## src/common/isaPkg.sv

```systemverilog
`default_nettype none

package isaPkg;

	typedef logic [4:0] regAddrT; // Register index
	typedef logic [31:0] wordT; // Data word

	//////////////////////////////////////////////////////////////////////
	// Opcode and function fields
	//////////////////////////////////////////////////////////////////////

	typedef enum logic [5:0] {
		opSpecial = 6'b000000, // R-type, funct decides
		opAddi = 6'b001000,
		opAddiu = 6'b001001,
		opSlti = 6'b001010,
		opSltiu = 6'b001011,
		opAndi = 6'b001100, // Zero-extended imm
		opOri = 6'b001101, // Zero-extended imm
		opXori = 6'b001110, // Zero-extended imm
		opLui = 6'b001111,
		opLw = 6'b100011,
		opSw = 6'b101011
	} opcodeT;

	typedef enum logic [5:0] {
		fnSllv = 6'b000100, // Variable shifts, amount in rs
		fnSrlv = 6'b000110,
		fnSrav = 6'b000111,
		fnAdd = 6'b100000,
		fnAddu = 6'b100001, // No overflow trap in this core
		fnSub = 6'b100010,
		fnSubu = 6'b100011,
		fnAnd = 6'b100100,
		fnOr = 6'b100101,
		fnXor = 6'b100110,
		fnNor = 6'b100111,
		fnSlt = 6'b101010,
		fnSltu = 6'b101011
	} functT;

	//////////////////////////////////////////////////////////////////////
	// Instruction formats
	//////////////////////////////////////////////////////////////////////

	typedef struct packed {
		opcodeT opcode; // [31:26]
		regAddrT rs; // [25:21]
		regAddrT rt; // [20:16]
		regAddrT rd; // [15:11]
		logic [4:0] shamt; // Unused by the kept shifts
		functT funct; // [5:0]
	} rTypeT;

	typedef struct packed {
		opcodeT opcode;
		regAddrT rs; // Base or source
		regAddrT rt; // Destination, store data for SW
		logic [15:0] imm16;
	} iTypeT;

	typedef union packed {
		rTypeT r; // Register view
		iTypeT i; // Immediate view
	} instrT;

	typedef enum logic [3:0] {
		aluAdd,
		aluSub,
		aluAnd,
		aluOr,
		aluNor,
		aluXor,
		aluSlt, // Signed compare
		aluSltu, // Unsigned compare
		aluSll,
		aluSrl,
		aluSra,
		aluLui // b moved to upper half
	} aluOpT;

endpackage

`default_nettype wire

```

## src/common/uarchPkg.sv

```systemverilog
`default_nettype none

package uarchPkg;

	localparam int addrWidth = 9; // Byte address, 512-byte space
	localparam int memBytes = 1 << addrWidth; // Size of the bus memory
	localparam int pcStep = 4; // One word per instruction

	typedef logic [addrWidth-1:0] addrT;

	//////////////////////////////////////////////////////////////////////
	// Control word from the FSM to the datapath
	//////////////////////////////////////////////////////////////////////

	typedef struct packed {
		logic irLd; // Capture fetched word
		logic pcInc; // PC += pcStep
		logic regW; // Register file write
		logic regInSel; // 0 ALU result, 1 load data
		logic regDstSel; // 0 rt, 1 rd
		logic aluSrcSel; // 0 register B, 1 immediate
		logic zeroExt; // Logic immediates
		isaPkg::aluOpT aluOp;
		logic busReq; // Start a bus cycle
		logic busWe; // Store
		logic addrSel; // 0 PC, 1 ALU result
	} ctrlWordT;

	//////////////////////////////////////////////////////////////////////
	// Wishbone classic master signals
	//////////////////////////////////////////////////////////////////////

	typedef struct packed {
		logic cyc;
		logic stb;
		logic we;
		addrT adr; // Low two bits ignored by slave
		isaPkg::wordT datW;
	} wbReqT;

	typedef struct packed {
		logic ack; // One cycle per transfer
		isaPkg::wordT datR;
	} wbRspT;

endpackage

`default_nettype wire

```

## src/control/controlUnit.sv

```systemverilog
`timescale 1ns/1ns
`default_nettype none

module controlUnit (
	input logic CLK,
	input logic reset,
	input isaPkg::instrT instr,
	input logic busDone,
	output uarchPkg::ctrlWordT ctrl
);

	typedef enum logic [3:0] {
		sFetch,
		sFetchDone,
		sDecode,
		sExecute,
		sWriteback,
		sMemRead,
		sLoadWb,
		sMemWrite
	} stateT;

	stateT state;
	stateT nextState;
	isaPkg::aluOpT decOp; // Decoded ALU operation
	logic decImm; // Immediate operand
	logic decZeroExt;
	logic decRd; // R-type writes rd
	logic decAlu; // Known ALU instruction
	logic decLoad;
	logic decStore;

	//////////////////////////////////////////////////////////////////////
	// Instruction decode
	//////////////////////////////////////////////////////////////////////

	always_comb begin
		decOp = isaPkg::aluAdd;
		decImm = 1'b1;
		decZeroExt = 1'b0;
		decRd = 1'b0;
		decAlu = 1'b1;
		decLoad = 1'b0;
		decStore = 1'b0;
		case (instr.i.opcode)
			isaPkg::opSpecial: begin
				decImm = 1'b0; // Register B operand
				decRd = 1'b1;
				case (instr.r.funct)
					isaPkg::fnAdd, isaPkg::fnAddu: decOp = isaPkg::aluAdd;
					isaPkg::fnSub, isaPkg::fnSubu: decOp = isaPkg::aluSub;
					isaPkg::fnAnd: decOp = isaPkg::aluAnd;
					isaPkg::fnOr: decOp = isaPkg::aluOr;
					isaPkg::fnNor: decOp = isaPkg::aluNor;
					isaPkg::fnXor: decOp = isaPkg::aluXor;
					isaPkg::fnSlt: decOp = isaPkg::aluSlt;
					isaPkg::fnSltu: decOp = isaPkg::aluSltu;
					isaPkg::fnSllv: decOp = isaPkg::aluSll;
					isaPkg::fnSrlv: decOp = isaPkg::aluSrl;
					isaPkg::fnSrav: decOp = isaPkg::aluSra;
					default: decAlu = 1'b0; // Unknown funct, no write
				endcase
			end
			isaPkg::opAddi, isaPkg::opAddiu: decOp = isaPkg::aluAdd;
			isaPkg::opSlti: decOp = isaPkg::aluSlt;
			isaPkg::opSltiu: decOp = isaPkg::aluSltu; // Sign-extended, compared unsigned
			isaPkg::opAndi: begin
				decOp = isaPkg::aluAnd;
				decZeroExt = 1'b1;
			end
			isaPkg::opOri: begin
				decOp = isaPkg::aluOr;
				decZeroExt = 1'b1;
			end
			isaPkg::opXori: begin
				decOp = isaPkg::aluXor;
				decZeroExt = 1'b1;
			end
			isaPkg::opLui: decOp = isaPkg::aluLui;
			isaPkg::opLw: begin
				decAlu = 1'b0;
				decLoad = 1'b1; // Effective address via add
			end
			isaPkg::opSw: begin
				decAlu = 1'b0;
				decStore = 1'b1;
			end
			default: decAlu = 1'b0;
		endcase
	end

	//////////////////////////////////////////////////////////////////////
	// State register and next state
	//////////////////////////////////////////////////////////////////////

	always_ff @(posedge CLK) begin
		if (reset) begin
			state <= sFetch;
		end else begin
			state <= nextState;
		end
	end

	always_comb begin
		nextState = state;
		case (state)
			sFetch: if (busDone) nextState = sFetchDone; // Wait for ack
			sFetchDone: nextState = sDecode;
			sDecode: nextState = sExecute;
			sExecute: begin
				if (decLoad) nextState = sMemRead;
				else if (decStore) nextState = sMemWrite;
				else if (decAlu) nextState = sWriteback;
				else nextState = sFetch; // Unknown, skip
			end
			sWriteback: nextState = sFetch;
			sMemRead: if (busDone) nextState = sLoadWb;
			sLoadWb: nextState = sFetch;
			sMemWrite: if (busDone) nextState = sFetch;
			default: nextState = sFetch;
		endcase
	end

	//////////////////////////////////////////////////////////////////////
	// Control word
	//////////////////////////////////////////////////////////////////////

	always_comb begin
		ctrl = '0;
		if (state != sFetch && state != sFetchDone) begin // IR valid from decode on
			ctrl.aluOp = decOp;
			ctrl.aluSrcSel = decImm;
			ctrl.zeroExt = decZeroExt;
			ctrl.regDstSel = decRd;
		end
		case (state)
			sFetch: ctrl.busReq = 1'b1; // addrSel 0, PC
			sFetchDone: begin
				ctrl.irLd = 1'b1;
				ctrl.pcInc = 1'b1;
			end
			sWriteback: ctrl.regW = 1'b1;
			sMemRead: begin
				ctrl.busReq = 1'b1;
				ctrl.addrSel = 1'b1;
			end
			sLoadWb: begin
				ctrl.regW = 1'b1;
				ctrl.regInSel = 1'b1; // Load data to rt
			end
			sMemWrite: begin
				ctrl.busReq = 1'b1;
				ctrl.busWe = 1'b1;
				ctrl.addrSel = 1'b1;
			end
			default: ctrl.busReq = 1'b0; // Decode, execute only steer the ALU
		endcase
	end

	legalState: assert property (@(posedge CLK) disable iff (reset)
		state inside {sFetch, sFetchDone, sDecode, sExecute,
			sWriteback, sMemRead, sLoadWb, sMemWrite});

endmodule

`default_nettype wire

```

## src/rtl/alu.sv

```systemverilog
`timescale 1ns/1ns
`default_nettype none

module alu (
	input isaPkg::aluOpT op,
	input isaPkg::wordT a,
	input isaPkg::wordT b,
	input logic shamtSrc, // 1 amount from a, 0 fixed 16 for LUI
	output isaPkg::wordT result
);

	logic [4:0] shiftAmt;
	logic sltSigned;
	logic sltUnsigned;

	assign shiftAmt = shamtSrc ? a[4:0] : 5'd16; // SLLV style, b shifted by a
	assign sltSigned = $signed(a) < $signed(b);
	assign sltUnsigned = a < b;

	//////////////////////////////////////////////////////////////////////
	// Operation select
	//////////////////////////////////////////////////////////////////////

	always_comb begin
		case (op)
			isaPkg::aluAdd: result = a + b; // ADD, ADDI, address calc
			isaPkg::aluSub: result = a - b;
			isaPkg::aluAnd: result = a & b;
			isaPkg::aluOr: result = a | b;
			isaPkg::aluNor: result = ~(a | b);
			isaPkg::aluXor: result = a ^ b;
			isaPkg::aluSlt: result = {31'b0, sltSigned};
			isaPkg::aluSltu: result = {31'b0, sltUnsigned};
			isaPkg::aluSll, isaPkg::aluLui: result = b << shiftAmt; // LUI is b << 16
			isaPkg::aluSrl: result = b >> shiftAmt;
			isaPkg::aluSra: result = isaPkg::wordT'($signed(b) >>> shiftAmt);
			default: result = a + b;
		endcase
	end

endmodule

`default_nettype wire

```

## src/rtl/busMaster.sv

```systemverilog
`timescale 1ns/1ns
`default_nettype none

module busMaster (
	input logic CLK,
	input logic reset,
	input logic req, // Level from the FSM
	input logic we,
	input uarchPkg::addrT addr,
	input isaPkg::wordT wrData,
	output uarchPkg::wbReqT wbReq,
	input uarchPkg::wbRspT wbRsp,
	output isaPkg::wordT rdData,
	output logic done
);

	logic cyc; // Cycle in flight
	logic weQ;
	logic start;
	uarchPkg::addrT adrQ;
	isaPkg::wordT datQ;

	assign start = req && !cyc; // Next request only once cyc has dropped
	assign done = cyc && wbRsp.ack; // Same cycle as ack

	always_ff @(posedge CLK) begin
		if (reset) begin
			cyc <= 1'b0;
			weQ <= 1'b0;
		end else if (done) begin
			cyc <= 1'b0; // Drop after ack
			weQ <= 1'b0;
		end else if (start) begin
			cyc <= 1'b1;
			weQ <= we;
		end
	end

	// Request payload held until ack
	always_ff @(posedge CLK) begin
		if (start) begin
			adrQ <= addr;
			datQ <= wrData;
		end
		if (done) rdData <= wbRsp.datR; // Registered read data
	end

	assign wbReq.cyc = cyc;
	assign wbReq.stb = cyc; // Classic, no pipelining
	assign wbReq.we = weQ;
	assign wbReq.adr = adrQ;
	assign wbReq.datW = datQ;

	reqStable: assert property (@(posedge CLK) disable iff (reset)
		(wbReq.stb && !wbRsp.ack) |=>
		($stable(wbReq.adr) && $stable(wbReq.we) && $stable(wbReq.datW)));

endmodule

`default_nettype wire

```

## src/rtl/mipsCore.sv

```systemverilog
`timescale 1ns/1ns
`default_nettype none

module mipsCore (
	input logic CLK,
	input logic reset,
	output uarchPkg::wbReqT wbReq,
	input uarchPkg::wbRspT wbRsp
);

	uarchPkg::ctrlWordT ctrl;
	uarchPkg::addrT pc;
	uarchPkg::addrT busAddr;
	isaPkg::instrT ir; // Instruction register
	isaPkg::wordT rdDataA;
	isaPkg::wordT rdDataB;
	isaPkg::wordT immExt;
	isaPkg::wordT aluB;
	isaPkg::wordT aluResult;
	isaPkg::wordT aluOut; // Registered ALU result
	isaPkg::wordT loadData; // Fetched word or load data
	isaPkg::wordT regWrData;
	isaPkg::regAddrT regWrAddr;
	logic shamtSrc;
	logic busDone;

	//////////////////////////////////////////////////////////////////////
	// PC, IR and ALU result registers
	//////////////////////////////////////////////////////////////////////

	always_ff @(posedge CLK) begin
		if (reset) begin
			pc <= '0;
		end else if (ctrl.pcInc) begin
			pc <= pc + uarchPkg::addrT'(uarchPkg::pcStep);
		end
	end

	always_ff @(posedge CLK) begin
		if (ctrl.irLd) ir <= loadData; // Word captured on fetch ack
		aluOut <= aluResult; // Stable once operands settle
	end

	//////////////////////////////////////////////////////////////////////
	// Operand and destination muxes
	//////////////////////////////////////////////////////////////////////

	assign immExt = ctrl.zeroExt ? {16'b0, ir.i.imm16} :
		{{16{ir.i.imm16[15]}}, ir.i.imm16};
	assign aluB = ctrl.aluSrcSel ? immExt : rdDataB;
	assign shamtSrc = ctrl.aluOp != isaPkg::aluLui; // LUI shifts by 16
	assign regWrAddr = ctrl.regDstSel ? ir.r.rd : ir.r.rt;
	assign regWrData = ctrl.regInSel ? loadData : aluOut;
	assign busAddr = ctrl.addrSel ? aluOut[uarchPkg::addrWidth-1:0] : pc;

	controlUnit i_controlUnit (
		.CLK(CLK),
		.reset(reset),
		.instr(ir),
		.busDone(busDone),
		.ctrl(ctrl)
	);

	registerFile i_registerFile (
		.CLK(CLK),
		.reset(reset),
		.rdAddrA(ir.r.rs),
		.rdAddrB(ir.r.rt),
		.wrAddr(regWrAddr),
		.wrData(regWrData),
		.wrEn(ctrl.regW),
		.rdDataA(rdDataA),
		.rdDataB(rdDataB)
	);

	alu i_alu (
		.op(ctrl.aluOp),
		.a(rdDataA),
		.b(aluB),
		.shamtSrc(shamtSrc),
		.result(aluResult)
	);

	busMaster i_busMaster (
		.CLK(CLK),
		.reset(reset),
		.req(ctrl.busReq),
		.we(ctrl.busWe),
		.addr(busAddr),
		.wrData(rdDataB), // SW stores rt
		.wbReq(wbReq),
		.wbRsp(wbRsp),
		.rdData(loadData),
		.done(busDone)
	);

	// PC only ever moves by whole words
	pcAligned: assert property (@(posedge CLK) disable iff (reset)
		ctrl.pcInc |=> (pc[1:0] == 2'b00));

endmodule

`default_nettype wire

```

## src/rtl/registerFile.sv

```systemverilog
`timescale 1ns/1ns
`default_nettype none

module registerFile (
	input logic CLK,
	input logic reset,
	input isaPkg::regAddrT rdAddrA,
	input isaPkg::regAddrT rdAddrB,
	input isaPkg::regAddrT wrAddr,
	input isaPkg::wordT wrData,
	input logic wrEn,
	output isaPkg::wordT rdDataA,
	output isaPkg::wordT rdDataB
);

	isaPkg::wordT regs [32]; // GPRs, r0 included

	// Write port, r0 never written so it reads zero
	always_ff @(posedge CLK) begin
		if (reset) begin
			for (int i = 0; i < 32; i++) begin
				regs[i] <= '0;
			end
		end else if (wrEn && wrAddr != '0) begin
			regs[wrAddr] <= wrData;
		end
	end

	always_ff @(posedge CLK) begin
		rdDataA <= regs[rdAddrA]; // One cycle after address
		rdDataB <= regs[rdAddrB];
	end

endmodule

`default_nettype wire
```

## config.mk

```make
export PLATFORM = sky130hd
export DESIGN_NAME = mipsCore
export DESIGN_NICKNAME = d
export VERILOG_FILES = /design/src/common/isaPkg.sv /design/src/common/uarchPkg.sv /design/src/control/controlUnit.sv /design/src/rtl/alu.sv /design/src/rtl/busMaster.sv /design/src/rtl/mipsCore.sv /design/src/rtl/registerFile.sv
export SDC_FILE = /design/constraint.sdc
export NUM_CORES = 2
export LEC_CHECK = 0
export BUFFER_PORTS_ARGS = -buffer_cell sky130_fd_sc_hd__buf_4
export CORE_ASPECT_RATIO = 2
export CORE_UTILIZATION = 58
export CTS_CLUSTER_DIAMETER = 200
export DETAILED_ROUTE_END_ITERATION = 12
export PLACE_DENSITY = 0.77
export SYNTH_ARGS = -nofsm -noshare
export SYNTH_HDL_FRONTEND = slang
export SYNTH_SLANG_ARGS = --single-unit
```

## constraint.sdc

```tcl
create_clock -name CLK -period 5.1 [get_ports CLK]
set_input_delay 0.765 -clock CLK [delete_from_list [all_inputs] [get_ports CLK]]
set_output_delay 0.765 -clock CLK [all_outputs]
set_load 0.01 [all_outputs]
```

==> After elaboration in Yosys (flattened, before gate mapping) <==
Memory sizes are Yosys's and may differ from the RTL's. A register that Yosys moved wholly into a read port is not among the register bits.
Index checks and enable logic that the tools add are counted.
{ "op_classes": {"n_eq_ne": 46, "n_reduce_logical": 20, "n_shift": 3, "mux": 38, "addsub": 3, "bitwise": 4, "order_cmp": 2} }
{ "op_table": {"columns": ["operator", "count"], "rows": [
  ["$pmux 32 s10", 1],
  ["$mux 32", 4],
  ["$eq 6x6->1 const B", 12],
  ["$lt 32x32->1", 2],
  ["$eq 6x4->1 const B", 8],
  ["$pmux 4 s10", 1],
  ["$add 32x32->32", 1],
  ["$and 32x32->32", 1],
  ["$eq 4x3->1 const B", 8],
  ["$not 32->32", 1],
  ["$or 32x32->32", 1],
  ["$reduce_or 32->1", 1],
  ["$shl 32x5->32", 1],
  ["$shr 32x5->32", 1],
  ["$sshr 32x5->32", 1],
  ["$sub 32x32->32", 1],
  ["$xor 32x32->32", 1],
  ["$pmux 4 s7", 1],
  ["$pmux 4 s6", 1],
  ["$mux 4", 5],
  ["$eq 6x3->1 const B", 3],
  ["$mux 1", 17],
  ["$eq 4x2->1 const B", 4],
  ["$eq 4x4->1 const B", 4],
  ["22 further kinds", 35]
]} }
{ "word_totals": {"in_bits": 35, "reg_bits": 152, "n_memories": 1, "output_inout_bits": 44, "ram_bits": 1024, "elab_cells": 126} }
{ "mem_list": {"columns": ["name", "depth", "word_bits", "rd", "rd_ports_with_merged_regs", "wr", "line_no", "rtl"], "rows": [
  ["i_registerFile.regs", 32, 32, 2, 2, 32, "registerFile.sv:16", "isaPkg::wordT regs [32];"]
]} }

==> Longest topological paths before layout <==
{ "depth": {"word_depth": 13, "ltp_mapped": 20, "ltp_nobuf": 17} }

==> Modules after synthesis <==
From an unflattened synthesis, not the netlist that was laid out.
{ "unflattened": {"cells_unflattened": 6438, "area_unflattened_um2": 72064.1} }
{ "modules_own_cells": {"columns": ["mod", "seq_area_each_um2", "cells_each", "area_each_um2", "n_inst"], "rows": [
  ["registerFile", 32030.7, 4669, 57168.6, 1],
  ["alu", 0.0, 1399, 9213.8, 1],
  ["mipsCore", 1741.7, 201, 2781.4, 1],
  ["busMaster", 2232.1, 86, 2306.0, 1],
  ["controlUnit", 60.1, 83, 594.3, 1]
]} }

==> Worst setup path before layout <==
No wires, ideal clock.
{ "synth_timing": {"kind": "reg2reg", "start": "register ir[27] in the netlist's numbering", "end": "register aluOut[30]", "slack_ps": 163, "stages_incl_launch_ff": 19, "arrival_ps": 4801, "path_buffers": 2, "setup_ps": 135, "synth_period_minus_slack_ps": 4937, "required_ps": 4965, "cell_sequence": "edfxtp_1 buf_6 or4_4 o21ai_4 buf_8 mux2_4 ha_1 fa_1 a21o_1 a21oi_1 o21ai_0 a31oi_1 o221ai_1 o41a_1 a2111oi_0 o21bai_1 a31oi_1 mux2i_1 o211ai_1"} }
{ "synth_between": {"elab_chain_cells": 9, "elab_cells_between_ends": 38, "cone_classes": "2 x add/sub; 18 x eq/ne; 3 x shift; 8 x mux; 4 x bitwise; 3 x reduce/logical"} }
{ "synth_rtl": {"columns": ["element", "line_no", "rtl"], "rows": [
  ["start: declaration", "mipsCore.sv:14", "isaPkg::instrT ir;"],
  ["start signal: assignment", "mipsCore.sv:40", "if (ctrl.irLd) ir <= loadData;"],
  ["$eq 6x4->1", "controlUnit.sv:45", "case (instr.i.opcode)"],
  ["$reduce_or 3->1 (no line)", null, null],
  ["$mux 1", "controlUnit.sv:45", null],
  ["$mux 7 (*)", "controlUnit.sv:130", "if (state != sFetch && state != sFetchDone) begin"],
  ["parallel branches: the longest is 4 deep, another holds $add 32x32->32", null, null],
  ["$pmux 32 s10 (*)", "alu.sv:25", "case (op)"],
  ["via aluResult[30]", "mipsCore.sv:19", "isaPkg::wordT aluResult;"],
  ["end signal: assignment", "mipsCore.sv:41", "aluOut <= aluResult;"],
  ["end: declaration", "mipsCore.sv:20", "isaPkg::wordT aluOut;"]
]} }
Mark *: on every way through the listed nets, which the timed path passes.
A chain may end at the register's enable or synchronous reset.

==> Worst setup path after layout <==
{ "layout_timing": {"start": "register ir[31] in the netlist's numbering", "end": "register aluOut[28]"} }
Same word-level chain as after synthesis.

==> metrics.txt <==
# TYPE chip_impl_metric gauge
chip_impl_metric{name="syn_to_final_growth",unit="%"} 13.2
chip_impl_metric{name="synth.lib_cells_used.distinct",unit=""} 95
chip_impl_metric{name="antenna_found_initial",unit=""} 21
chip_impl_metric{name="post_synth.cell_area_avg",unit="sq um"} 13.4
chip_impl_metric{name="via_count",unit=""} 50400
chip_impl_metric{name="fillers",unit=""} 7976
chip_impl_info{name="start_kind",value="flip-flop"} 1
chip_impl_metric{name="initial_core_utilization",unit=""} 0.585
chip_impl_metric{name="grt_max_degree",unit=""} 117
chip_impl_metric{name="hold_violations",unit=""} 0
chip_impl_metric{name="multiInputGateArea",unit="sq um"} 29700
chip_impl_metric{name="number_of_buffer_cells_added_on_primary_ports",unit=""} 78
chip_impl_metric{name="synth-compound-area-share",unit=""} 0.0544
chip_impl_metric{name="die_extent_in_x",unit="um"} 243
chip_impl_info{name="unrepaired_setup_endpoints_after_global_routing",value="true"} 1
chip_impl_metric{name="post_layout_nonfiller_instances",unit=""} 6811
chip_impl_metric{name="drt_iter0_drc",unit=""} 6716
chip_impl_metric{name="cp_max_fo",unit=""} 9
chip_impl_metric{name="detailed_place_hpwl",unit="um"} 190000
chip_impl_metric{name="synth_sequential_area_ratio",unit=""} 0.536
chip_impl_metric{name="fmax",unit="MHz"} 199
chip_impl_metric{name="drt-total-wl",unit="um"} 282000
chip_impl_metric{name="placement_rows",unit=""} 176
chip_impl_metric{name="worstHoldPathCells",unit=""} 1
chip_impl_info{name="synth_ff_type",value="edfxtp_1"} 1
chip_impl_info{name="timing_worst_setup_path_type",value="reg -> reg"} 1
chip_impl_metric{name="clkTransAtPathRegs",unit="ns"} 0.08
chip_impl_metric{name="antenna_left",unit=""} 0
chip_impl_metric{name="post_drt_wl_per_cell",unit="um"} 41.4
chip_impl_metric{name="setup_viol",unit=""} 0
chip_impl_metric{name="fp.coreArea",unit="sq um"} 115000
chip_impl_info{name="worstReg2RegEnd",value="aluOut[28]$_DFF_P_"} 1
chip_impl_metric{name="cts-buffers-inserted",unit=""} 104
chip_impl_metric{name="drive_gt1_frac",unit=""} 0.302
chip_impl_metric{name="final-seq-area",unit="sq um"} 36100
chip_impl_metric{name="maxCapViolations",unit=""} 0
chip_impl_metric{name="synth_enable_flop_cells",unit=""} 1129
chip_impl_metric{name="synth_warnings",unit=""} 0
chip_impl_metric{name="drt-vias-per-instance",unit=""} 7.40
chip_impl_metric{name="p_total",unit="W"} 0.0286
chip_impl_metric{name="final_net_count",unit=""} 5327
chip_impl_metric{name="grt.overflow.total",unit=""} 0
chip_impl_metric{name="last_weighted_congestion_value_of_the_routability_driven_placer",unit=""} 1.13
chip_impl_metric{name="post_synthesis_cell_area",unit="sq um"} 67200
chip_impl_metric{name="fin_skew",unit="ns"} 0.0593
chip_impl_metric{name="worst-endpoint-required",unit="ns"} 5.69
chip_impl_metric{name="p_per_area",unit="nW/um^2"} 376
chip_impl_metric{name="netlist_instances",unit=""} 5000
chip_impl_metric{name="r2r.worst_path.cells",unit=""} 20
chip_impl_info{name="worst_hold_startpoint",value="wbRsp[31]"} 1
chip_impl_info{name="hold_path_class",value="in -> reg"} 1
chip_impl_info{name="whs_endpoint",value="i_busMaster.rdData[31]$_DFFE_PP_"} 1
chip_impl_metric{name="drt_pre_antenna_iters",unit=""} 6
chip_impl_info{name="status",value="complete, no violations"} 1
chip_impl_metric{name="max_slew.worst_pin.slew",unit="ns"} 1.35
chip_impl_metric{name="reg2reg_setup_slack",unit="ns"} 0.08
chip_impl_metric{name="htree_num_levels",unit=""} 3
chip_impl_info{name="dominant_combinational_cell_family_by_area_after_synthesis",value="multiplexers"} 1
chip_impl_metric{name="critical_path_arrival",unit="ns"} 5.61
chip_impl_metric{name="relSlewSlack",unit=""} 0.0906
chip_impl_metric{name="synth_simple_gate_area_frac",unit=""} 0.100
chip_impl_metric{name="pin_count",unit=""} 79
chip_impl_metric{name="grt_pass1_vias",unit=""} 52400
chip_impl_metric{name="dpl.cell_count",unit=""} 6594
chip_impl_metric{name="clkSinkCount",unit=""} 1237
chip_impl_metric{name="worst_skew_pair.late_latency",unit="ns"} 0.77
chip_impl_metric{name="slew_viol_final",unit=""} 0
chip_impl_info{name="end_kind",value="flip-flop"} 1
chip_impl_metric{name="async_s_r_ff_share_synth",unit=""} 0
chip_impl_metric{name="worst_ir_drop_vdd",unit="uV"} 491
chip_impl_metric{name="floorplan.die_area",unit="sq um"} 117000
chip_impl_metric{name="die_y",unit="um"} 484
chip_impl_info{name="cts_tree",value="built"} 1
chip_impl_metric{name="synth-xor-area-share",unit=""} 0.00378
chip_impl_metric{name="post-route-period-util",unit=""} 0.983
chip_impl_metric{name="final_period_minus_worst_setup_slack",unit="ns"} 5.02
chip_impl_metric{name="first_pass_grt_wire_length",unit="um"} 388000
chip_impl_metric{name="grt_use_total",unit=""} 0.486
chip_impl_metric{name="yosys.area_share.adder",unit=""} 0.0186
chip_impl_metric{name="max-clock-path-buffers",unit=""} 3
chip_impl_info{name="regToRegStartpoint",value="ir[31]$_DFFE_PP_"} 1
chip_impl_metric{name="synth_mux_area_frac",unit=""} 0.253
chip_impl_metric{name="detail_route.drc_violations",unit=""} 0
chip_impl_metric{name="synth.ff_latch_count",unit=""} 1237
chip_impl_info{name="clock-root-buffer",value="clkbuf_16"} 1
chip_impl_metric{name="total_leakage_power",unit="nW"} 27.6
-- synthesized netlist by cell type (20+ instances only) --
library cell	n	area [sq um]
a211oi_1	23	173
a21oi_1	141	706
a221oi_1	20	175
a31oi_1	27	169
and2_1	26	163
buf_1	70	263
buf_2	32	160
clkbuf_1	353	1330
dfxtp_1	108	2160
edfxtp_1	1129	33900
ha_1	97	1210
inv_1	89	334
mux2_2	99	1110
mux2i_1	127	1270
mux4_2	641	14400
nand2_1	246	923
nand2b_1	49	307
nand3_1	46	230
nor2_1	1144	4290
nor3_1	40	200
o211ai_1	29	218
o21ai_0	113	566
xnor2_1	20	175
-- where the power goes --
group / total (W) / switching [W] / internal [W]
sequential: 0.0123 / 0.000645 / 0.0117
combinational: 0.00790 / 0.00513 / 0.00277
clock: 0.00840 / 0.00397 / 0.00443
-- worst max-delay path by stage --
| stage | from | end | slack [ns] | cells after the start |
|---|---|---|---|---|
| finish | ir[31]$_DFFE_PP_ | aluOut[28]$_DFF_P_ | 0.08 | 20 |
| global route | ir[31]$_DFFE_PP_ | aluOut[28]$_DFF_P_ | -0.05 | 22 |
| CTS | ir[27]$_DFFE_PP_ | aluOut[0]$_DFF_P_ | -0.02 | 19 |
| detailed placement | ir[27]$_DFFE_PP_ | aluOut[0]$_DFF_P_ | -0.32 | 18 |
| global placement | ir[27]$_DFFE_PP_ | aluOut[0]$_DFF_P_ | -0.18 | 19 |
| floorplan | ir[27]$_DFFE_PP_ | aluOut[30]$_DFF_P_ | 0.16 | 18 |
-- layout by cell type (no fill, tap or decap), drive strengths merged, types with 17 or more instances in the layout --
master,count
inv,101
nand2b,49
ha,97
o211ai,29
mux2,101
a221oi,22
and3,17
dfxtp,108
buf,523
a21oi,145
xnor2,20
o21ai,124
clkinv,36
or3,18
edfxtp,1129
a21o,17
conb,32
mux4,641
and2,26
nor3,40
nor2,1144
nand3,46
nand2,247
a211oi,25
clkbuf,146
a31oi,27
mux2i,139
o21bai,18
-- final cells by class --
type / instances / area share
antenna: 13 / 0.000427
tap: 1513 / 0.0249
sequential: 1237 / 0.474
multi-input combinational: 3230 / 0.390
clock inverter: 52 / 0.00827
timing repair buffer: 523 / 0.0599
inverter: 97 / 0.00481
clock buffer: 146 / 0.0376
-- through the flow --
stage | TNS, ns | worst slack, ns | hold slack, ns | instance area, sq um | util
2_1_floorplan | 0 | 0.163 | 0.404 | 67400 | -
3_3_place_gp | -0.267 | -0.185 | 0.459 | 72400 | 0.630
3_5_place_dp | -0.670 | -0.320 | 0.457 | 72400 | 0.630
4_1_cts | -0.0244 | -0.0244 | 0.144 | 75900 | 0.660
5_1_grt | -0.105 | -0.0536 | 0.156 | 76100 | 0.662
6_report | 0 | 0.0847 | 0.175 | 76100 | 0.662
-- metal layers --
| layer | global-route usage | up-vias | wire length (um) |
|---|---|---|---|
| met5 | 0 | - | 68 |
| met3 | 0.133 | 1921 | 33800 |
| met2 | 0.787 | 4738 | 136000 |
| met1 | 0.468 | 24400 | 72800 |
| met4 | 0.550 | 12 | 40000 |
| li1 | - | 19400 | - |
-- state kept, by name (all words and copies together) (netlist names) --
name,cells
i_busMaster.rdData,32
pc,7
i_registerFile.rdDataA,32
i_busMaster.weQ,1
i_busMaster.adrQ,9
i_registerFile.regs,1024
i_busMaster.datQ,32
aluOut,32
i_busMaster.cyc,1
i_controlUnit.state,3
ir,32
i_registerFile.rdDataB,32
-- cells by family after synthesis --
logic type | after synthesis
buffers and inverters | 564
AOI/OAI and AO/OA | 549
and+or+nand+nor | 1640
other | 1
muxes | 881
DFF | 1237
adders and majority gates | 99
xor gates and xnor gates | 29
-- timing repair --
action	CTS	global route
gates resized for setup	6	33
hold buffers	0	0
gates cloned	0	0
setup endpoints to repair	6	8
setup buffers	0	7
pin swaps	1	15
-- worst max-delay path: stages, from the launching register on --
cell	delay, ns
edfxtp_1	0.39
or4_4	0.57
o21ai_4	0.20
mux2_4	0.33
buf_4	0.18
ha_2	0.19
fa_2	0.36
o21ba_4	0.22
nor4_4	0.35
o41ai_4	0.15
a211oi_2	0.24
buf_4	0.18
a2111oi_0	0.11
buf_4	0.18
o211ai_1	0.18
buf_4	0.16
a311oi_2	0.10
o21ai_2	0.28
a2bb2oi_1	0.18
mux2_2	0.17
o211ai_1	0.10
Power figures use the tool's default switching activity.
